[config.mk]
export PLATFORM = sky130hd
export DESIGN_NAME = cache_ctrl
export DESIGN_NICKNAME = d
export VERILOG_FILES = /design/src/logic/cache_pkg.sv /design/src/logic/cache_ctrl.sv
export SDC_FILE = /design/constraint.sdc
export NUM_CORES = 1
export LEC_CHECK = 0
export BUFFER_PORTS_ARGS = -buffer_cell sky130_fd_sc_hd__buf_2
export CORE_AREA = 5 5 571 573
export CTS_BUF_LIST = sky130_fd_sc_hd__clkbuf_8 sky130_fd_sc_hd__clkbuf_16
export DETAILED_ROUTE_END_ITERATION = 16
export DIE_AREA = 0 0 576 578
export GPL_TIMING_DRIVEN = 0
export PLACE_DENSITY_LB_ADDON = 0.15
export SKIP_LAST_GASP = 1
export SYNTH_ARGS = -nofsm -noshare
export SYNTH_HDL_FRONTEND = slang
export SYNTH_SLANG_ARGS = --single-unit
[constraint.sdc]
create_clock -name i_clk -period 4.86 [get_ports i_clk]
set_clock_uncertainty 0.2 [all_clocks]
set_input_delay 0.243 -clock i_clk [delete_from_list [all_inputs] [get_ports i_clk]]
set_output_delay 0.243 -clock i_clk [all_outputs]
set_load 0.1 [all_outputs]
[src/logic/cache_pkg.sv]
// shared geometry, enums and structs for the two-way data cache; referenced by scoped names
package cache_pkg;

  // ----------------------------------------------------------
  // geometry
  // ----------------------------------------------------------
  localparam int ADDR_W         = 32;  // physical address
  localparam int DATA_W         = 64;  // cpu word
  localparam int STRB_W         = 8;   // bytes per word
  localparam int LINE_W         = 256; // 32-byte line
  localparam int WORDS_PER_LINE = 4;
  localparam int NUM_WAYS       = 2;
  localparam int NUM_SETS       = 64;
  localparam int OFFSET_W       = 5;
  localparam int INDEX_W        = 6;
  localparam int TAG_W          = 21;
  localparam int WORD_SEL_W     = 2;   // offset bits 4:3

  // ----------------------------------------------------------
  // enums
  // ----------------------------------------------------------
  typedef enum logic {
    OP_READ  = 1'b0,
    OP_WRITE = 1'b1
  } mem_op_e;

  typedef enum logic [2:0] {
    ST_IDLE    = 3'd0,
    ST_LOOKUP  = 3'd1,
    ST_MISS    = 3'd2,
    ST_REPLACE = 3'd3,
    ST_REFILL  = 3'd4
  } cache_state_e;

  // ----------------------------------------------------------
  // structs
  // ----------------------------------------------------------
  // cpu request as presented with i_valid
  typedef struct packed {
    mem_op_e             op;
    logic [TAG_W-1:0]    tag;
    logic [INDEX_W-1:0]  index;
    logic [OFFSET_W-1:0] offset;
    logic [STRB_W-1:0]   wstrb;  // active high
    logic [DATA_W-1:0]   wdata;
  } cpu_req_t;

  // write command broadcast to every way
  typedef struct packed {
    logic [INDEX_W-1:0] index;
    logic [LINE_W-1:0]  data;
    logic [LINE_W-1:0]  mask;   // bit-level write mask
    logic [TAG_W-1:0]   tag;    // new tag on fill
    logic               fill;   // load tag and valid
    logic               store;  // mark dirty
  } way_wr_t;

  // per-way lookup result
  typedef struct packed {
    logic              valid;
    logic              dirty;
    logic [TAG_W-1:0]  tag;
    logic              hit;
    logic [LINE_W-1:0] line;
  } way_rd_t;

endpackage

[src/logic/cache_ctrl.sv]
// cache controller: request buffer, main FSM, replacement pointer, refill counter and way writes
`timescale 1ns/1ps

module cache_ctrl (
  input  logic                                 i_clk,
  input  logic                                 i_rst,
  // cpu port
  input  logic                                 i_valid,
  input  cache_pkg::cpu_req_t                  i_req,
  output logic                                 o_addr_ok,
  output logic                                 o_data_ok,
  output logic [cache_pkg::DATA_W-1:0]         o_rdata,
  // memory port
  output logic                                 o_rd_req,
  output logic [cache_pkg::ADDR_W-1:0]         o_rd_addr,
  input  logic                                 i_rd_rdy,
  input  logic                                 i_ret_valid,
  input  logic                                 i_ret_last,
  input  logic [cache_pkg::DATA_W-1:0]         i_ret_data,
  output logic                                 o_wr_req,
  output logic [cache_pkg::ADDR_W-1:0]         o_wr_addr,
  output logic [cache_pkg::LINE_W-1:0]         o_wr_data,
  input  logic                                 i_wr_rdy,
  // way side
  input  logic                                 i_hit,
  input  logic [cache_pkg::DATA_W-1:0]         i_load_word,
  input  logic [cache_pkg::LINE_W-1:0]         i_victim_line,
  input  logic [cache_pkg::TAG_W-1:0]          i_victim_tag,
  input  logic                                 i_victim_valid,
  input  logic                                 i_victim_dirty,
  output logic [cache_pkg::INDEX_W-1:0]        o_lookup_index,
  output logic [cache_pkg::TAG_W-1:0]          o_lookup_tag,
  output logic [cache_pkg::WORD_SEL_W-1:0]     o_word_sel,
  output logic                                 o_victim_way,
  output logic [cache_pkg::NUM_WAYS-1:0]       o_way_we,
  output cache_pkg::way_wr_t                   o_way_wr
);

  cache_pkg::cache_state_e              state_q;
  cache_pkg::cache_state_e              state_d;
  cache_pkg::cpu_req_t                  req_q;
  logic                                 repl_q;  // victim pointer
  logic [cache_pkg::WORD_SEL_W-1:0]     beat_q;
  logic [cache_pkg::WORD_SEL_W-1:0]     word_sel;
  logic [cache_pkg::WORD_SEL_W-1:0]     wr_sel;
  logic [cache_pkg::DATA_W-1:0]         strb_mask;
  logic [cache_pkg::DATA_W-1:0]         wr_word;
  logic [cache_pkg::DATA_W-1:0]         wr_word_mask;
  logic                                 is_store;
  logic                                 last_beat;

  assign o_addr_ok = (state_q == cache_pkg::ST_IDLE);
  assign word_sel  = req_q.offset[cache_pkg::OFFSET_W-1 -: cache_pkg::WORD_SEL_W];
  assign is_store  = (req_q.op == cache_pkg::OP_WRITE);
  assign last_beat = (state_q == cache_pkg::ST_REFILL) && i_ret_valid && i_ret_last;

  // ----------------------------------------------------------
  // request buffer and FSM
  // ----------------------------------------------------------
  always_ff @(posedge i_clk) begin
    if (i_valid && o_addr_ok) begin
      req_q <= i_req;
    end
  end

  always_comb begin
    state_d = state_q;
    case (state_q)
      cache_pkg::ST_IDLE:    if (i_valid) state_d = cache_pkg::ST_LOOKUP;
      cache_pkg::ST_LOOKUP:  state_d = i_hit ? cache_pkg::ST_IDLE : cache_pkg::ST_MISS;
      cache_pkg::ST_MISS:    if (i_wr_rdy) state_d = cache_pkg::ST_REPLACE;
      cache_pkg::ST_REPLACE: if (i_rd_rdy) state_d = cache_pkg::ST_REFILL;
      cache_pkg::ST_REFILL:  if (last_beat) state_d = cache_pkg::ST_IDLE;
      default:               state_d = cache_pkg::ST_IDLE;
    endcase
  end

  always_ff @(posedge i_clk) begin
    if (i_rst) begin
      state_q <= cache_pkg::ST_IDLE;
      repl_q  <= 1'b0;
      beat_q  <= '0;
    end else begin
      state_q <= state_d;
      if (last_beat) begin
        repl_q <= ~repl_q;  // toggles once per miss
      end
      if (state_q == cache_pkg::ST_REPLACE) begin
        beat_q <= '0;
      end else if (state_q == cache_pkg::ST_REFILL && i_ret_valid) begin
        beat_q <= beat_q + 1'b1;
      end
    end
  end

  // ----------------------------------------------------------
  // cpu and memory outputs
  // ----------------------------------------------------------
  assign o_data_ok = (state_q == cache_pkg::ST_LOOKUP && i_hit)
                   || (state_q == cache_pkg::ST_REFILL && i_ret_valid && beat_q == word_sel);
  assign o_rdata   = (state_q == cache_pkg::ST_LOOKUP) ? i_load_word : i_ret_data;

  assign o_rd_req  = (state_q == cache_pkg::ST_REPLACE);
  assign o_rd_addr = {req_q.tag, req_q.index, {cache_pkg::OFFSET_W{1'b0}}};

  // write-back leaves with the MISS->REPLACE step, only for a dirty victim
  assign o_wr_req  = (state_q == cache_pkg::ST_MISS) && i_wr_rdy
                   && i_victim_valid && i_victim_dirty;
  assign o_wr_addr = {i_victim_tag, req_q.index, {cache_pkg::OFFSET_W{1'b0}}};
  assign o_wr_data = i_victim_line;

  assign o_lookup_index = req_q.index;
  assign o_lookup_tag   = req_q.tag;
  assign o_word_sel     = word_sel;
  assign o_victim_way   = repl_q;

  // ----------------------------------------------------------
  // way write command
  // ----------------------------------------------------------
  always_comb begin
    for (int b = 0; b < cache_pkg::STRB_W; b++) begin
      strb_mask[b*8 +: 8] = {8{req_q.wstrb[b]}};
    end
  end

  always_comb begin
    o_way_we     = '0;
    wr_sel       = word_sel;
    wr_word      = req_q.wdata;
    wr_word_mask = strb_mask;
    if (state_q == cache_pkg::ST_LOOKUP) begin
      o_way_we = {cache_pkg::NUM_WAYS{i_hit && is_store}};  // hit way picks it up
    end else if (state_q == cache_pkg::ST_REFILL) begin
      o_way_we[repl_q] = i_ret_valid;
      wr_sel           = beat_q;
      wr_word_mask     = '1;
      wr_word          = i_ret_data;
      if (is_store && beat_q == word_sel) begin
        wr_word = (i_ret_data & ~strb_mask) | (req_q.wdata & strb_mask);  // store merge
      end
    end
  end

  always_comb begin
    o_way_wr.index = req_q.index;
    o_way_wr.data  = {cache_pkg::WORDS_PER_LINE{wr_word}};
    o_way_wr.mask  = '0;
    o_way_wr.mask[wr_sel*cache_pkg::DATA_W +: cache_pkg::DATA_W] = wr_word_mask;
    o_way_wr.tag   = req_q.tag;
    o_way_wr.fill  = (state_q == cache_pkg::ST_REFILL) && i_ret_last;
    o_way_wr.store = is_store && ((state_q == cache_pkg::ST_LOOKUP) || i_ret_last);
  end

  // ----------------------------------------------------------
  // checks
  // ----------------------------------------------------------
  // one o_data_ok pulse per request
  a_data_ok_pulse: assert property (@(posedge i_clk) disable iff (i_rst)
    o_data_ok |=> !o_data_ok);

  a_wr_req_pulse: assert property (@(posedge i_clk) disable iff (i_rst)
    o_wr_req |=> !o_wr_req);

endmodule

==> impl_metrics.json <==
{
  "power.clock.fraction_pct": 12.6,
  "power_per_cell_area_nw_per_um2": 294,
  "core_area_um2": 320000,
  "grt_util_all_layers_pct": 11.0,
  "beginning_of_the_worst_hold_path": "i_ret_valid",
  "layout-area-overhead-vs-synth_pct": 105,
  "vdd_drop_max_mv": 0.175,
  "worstHoldPathType": "input port to register",
  "seq_area_frac_synth_pct": 25.4,
  "drtIter0Drc": 574,
  "initial_core_utilization_pct": 3.91,
  "dp.cells": 6805,
  "synthesis.area_per_instance_um2": 8.95,
  "die_x_um": 576,
  "report.power.total_mw": 7.53,
  "crit_path_cell_trace": "or3b_1, buf_2, buf_4, mux2i_1, ha_1, nand2b_1, nor4_4, a21o_1, buf_4, buf_2",
  "final_instance_count_excl_fillers": 6968,
  "layout_min_cycle_time_ps": 4600,
  "clock_latency_ps": 440,
  "placer_congestion": 0.775,
  "reg2regPathDepth": 5,
  "postSynth.asyncResetShare_pct": 0,
  "synth.lib_cells_used.distinct": 44,
  "ys_dominant_reg_cell": "edfxtp_1",
  "run_status": "completed",
  "sw_frac_of_total_pct": 67.7,
  "critical-path-top-delay-family": "buffers and inverters",
  "synth_seq_cells": 108,
  "clockRootBuffer": "clkbuf_16",
  "whs_endpoint": "state_q[2]",
  "number_of_global_route_vias_before_repair": 15600,
  "die_height_um": 578,
  "worstMarginPinSlew_ps": 1340,
  "initial_antenna_violation_count": 151,
  "io_pins": 1481,
  "detailedPlacementHpwl_um": 179000,
  "detail_route.first_pass.iterations": 5,
  "finalSetupViolCount": 0,
  "number_of_enable_flip_flop_cells_after_synthesis": 102,
  "vias": 15000,
  "grt.overflow.total": 0,
  "wire_length_reported_by_the_detailed_router_um": 193000,
  "fmaxAchievable_ghz": 0.217,
  "worst-endpoint-required_ps": 4420,
  "cts.sinks": 108,
  "timing.rr.end": "req_q[51]",
  "worstReg2RegStart": "state_q[2]",
  "critical-path-max-stage-delay_ps": 560,
  "drv.max_cap_violation_count": 0,
  "sequentialPowerShare_pct": 15.4,
  "numPortBuffers": 1190,
  "avgRoutedWirePerCell_um": 27.7,
  "worst_setup_path_end_kind": "primary output",
  "global_route_wire_length_before_repair_um": 225000,
  "drive_above_1_share_pct": 76.7,
  "cts_tree": "built",
  "placementRows": 208,
  "worst_path_buffer_plus_inverter_count": 4,
  "clkTransAtPathRegs_ps": 110,
  "h_tree_depth_reported_by_cts": 3,
  "detail_route.drc_violations": 0,
  "slew_violations": 0,
  "synth-warning-count": 0,
  "slowest_stage": "a21o_1",
  "cp_data_arrival_time_ps": 4160,
  "post_route_fraction_of_the_period_consumed_by_the_critical_path_pct": 94.7,
  "max_slew_margin_pct": 10.2,
  "route.detailed.vias_per_inst": 2.15,
  "syn-instance-count": 1397,
  "kind_of_launch_point_of_the_worst_setup_path": "register",
  "cts_made_buffers": 9,
  "die_area_um2": 333000,
  "syn-cell-area_um2": 12500,
  "rsz0062_at_grt": "false",
  "hold_depth": 3,
  "total_leakage_power_nw": 12.3,
  "ff2ff_setup_slack_ps": 2090,
  "hold_viol_final": 0,
  "holdWs_ps": 118,
  "postRouteAntennaNets": 0,
  "share_comb_of_total_power_pct": 72.0,
  "p_sw_mw": 5.09,
  "internal_power_mw": 2.43,
  "setup_cp_type": "register to primary output",
  "finalNetCount": 3247,
  "pin_count_of_the_biggest_net_entering_global_routing": 44,
  "cts.path.max_buffers": 2,
  "maximum_fanout_along_the_worst_path": 10
}
[metal layers]
metal / track usage (%) / routed length [µm] / up-vias
met3: 4.03 / 17900 / 169
met4: 1.51 / 2350 / 92
li1: - / - / 6660
met2: 21.7 / 106000 / 1053
met5: 0 / 567 / -
met1: 11.2 / 67000 / 6980
[kinds of logic (layout without fill, tap and decap cells)]
kind of cell	count (synthesis)	after routing	synth area share (%)
flip-flops	108	108	25.4
other	1	48	0.0300
multiplexers	66	66	5.92
XOR/XNOR	3	3	0.330
AND/OR/NAND/NOR	181	181	8.29
buffers and inverters	863	2187	50.3
AO/OA/AOI/OAI	173	173	9.45
adder cells (fa/ha/maj)	2	2	0.200
[state kept, by name (all words and copies together) (netlist names)]
| signal | flops |
|---|---|
| o_lookup_tag | 21 |
| req_q | 72 |
| beat_q | 2 |
| is_store | 1 |
| state_q | 3 |
| o_victim_way | 1 |
| o_word_sel | 2 |
| o_lookup_index | 6 |
[cells in the mapped netlist (all sizes together) (3+ instances only)]
cell,instances,area share (%)
nor2,4,0.12
mux2,64,5.8
nor4b,3,0.43
nand3,10,0.40
a21o,24,1.4
nand2,72,2.2
edfxtp,102,24
nor3,5,0.24
and4,8,0.56
buf,827,49
dfxtp,6,0.96
xnor2,3,0.33
clkbuf,31,0.93
a21oi,12,0.48
a32oi,64,4.5
o21ai,69,2.8
nor3b,3,0.31
and3,64,3.2
inv,5,0.15
[worst min-delay path: stages]
cell and delay, ps:
buf_2 170, a21oi_1 140, o221a_1 180
[power groups by stage]
stage	sequential, mW	clock (mW)	combinational [mW]
after CTS	1.17	1.07	5.57
after floorplan	1.15	0	4.18
after global routing	1.17	1.06	5.59
after global placement	1.19	0	5.44
after detailed placement	1.19	0	5.46
final	1.16	0.947	5.42
[through the flow]
stage / setup TNS (ps) / instance area [µm²] / util [%] / worst slack [ps]
after global routing: 0 / 25500 / 7.98 / 14.8
after detailed placement: -1280 / 24000 / 7.50 / -101
final: 0 / 25600 / 8.01 / 256
after CTS: -525 / 25500 / 7.98 / -87.5
after global placement: -38910 / 23800 / 7.42 / -847
after floorplan: 0 / 12500 / - / 73.5
[layout make-up]
| type | instances | area (µm²) |
|---|---|---|
| Timing Repair Buffer | 1308 | 7250 |
| Clock buffer | 9 | 225 |
| Sequential cell | 108 | 3180 |
| Clock inverter | 7 | 88.8 |
| Buffer | 858 | 6300 |
| Inverter | 5 | 18.8 |
| Multi-Input combinational cell | 435 | 3230 |
| Fill cell | 37900 | 294000 |
| Antenna cell | 38 | 95.1 |
| Tap cell | 4200 | 5260 |
[repair_timing]
item | in CTS | in global routing
buffers inserted | 3 | 0
hold endpoints to repair | 106 | 0
hold buffers | 106 | 0
gates resized for setup | 25 | 4
setup endpoints to repair | 312 | 6
pin swaps | 2 | 0
cloned | 0 | 0
[worst max-delay path by stage]
stage | endpoint | depth (start not counted) | from
after floorplan | is_store | 3 | state_q[2]
after global placement | o_way_wr[448] | 7 | o_word_sel[1]
after detailed placement | o_way_wr[45] | 11 | state_q[2]
after global routing | o_way_wr[85] | 11 | state_q[2]
final | o_way_wr[64] | 10 | state_q[2]
after CTS | o_way_wr[446] | 8 | state_q[2]
[layout by cell type (no fill, tap or decap), types with 4 or more instances in the layout]
cell type,count
nand3_1,10
a21oi_1,11
buf_6,5
and3_1,64
edfxtp_1,102
buf_12,4
inv_1,4
conb_1,10
o21ai_1,44
a21o_2,6
diode_2,38
mux2_1,64
and4_1,8
clkbuf_1,23
nor3_1,4
dlygate4sd3_1,106
buf_4,798
o21ai_2,20
nor2_1,4
dfxtp_1,6
a21o_1,18
buf_8,4
a32oi_1,64
buf_2,1215
clkbuf_16,9
clkbuf_2,7
nand2_1,72
No activity file was read; power rests on OpenSTA's default activity.
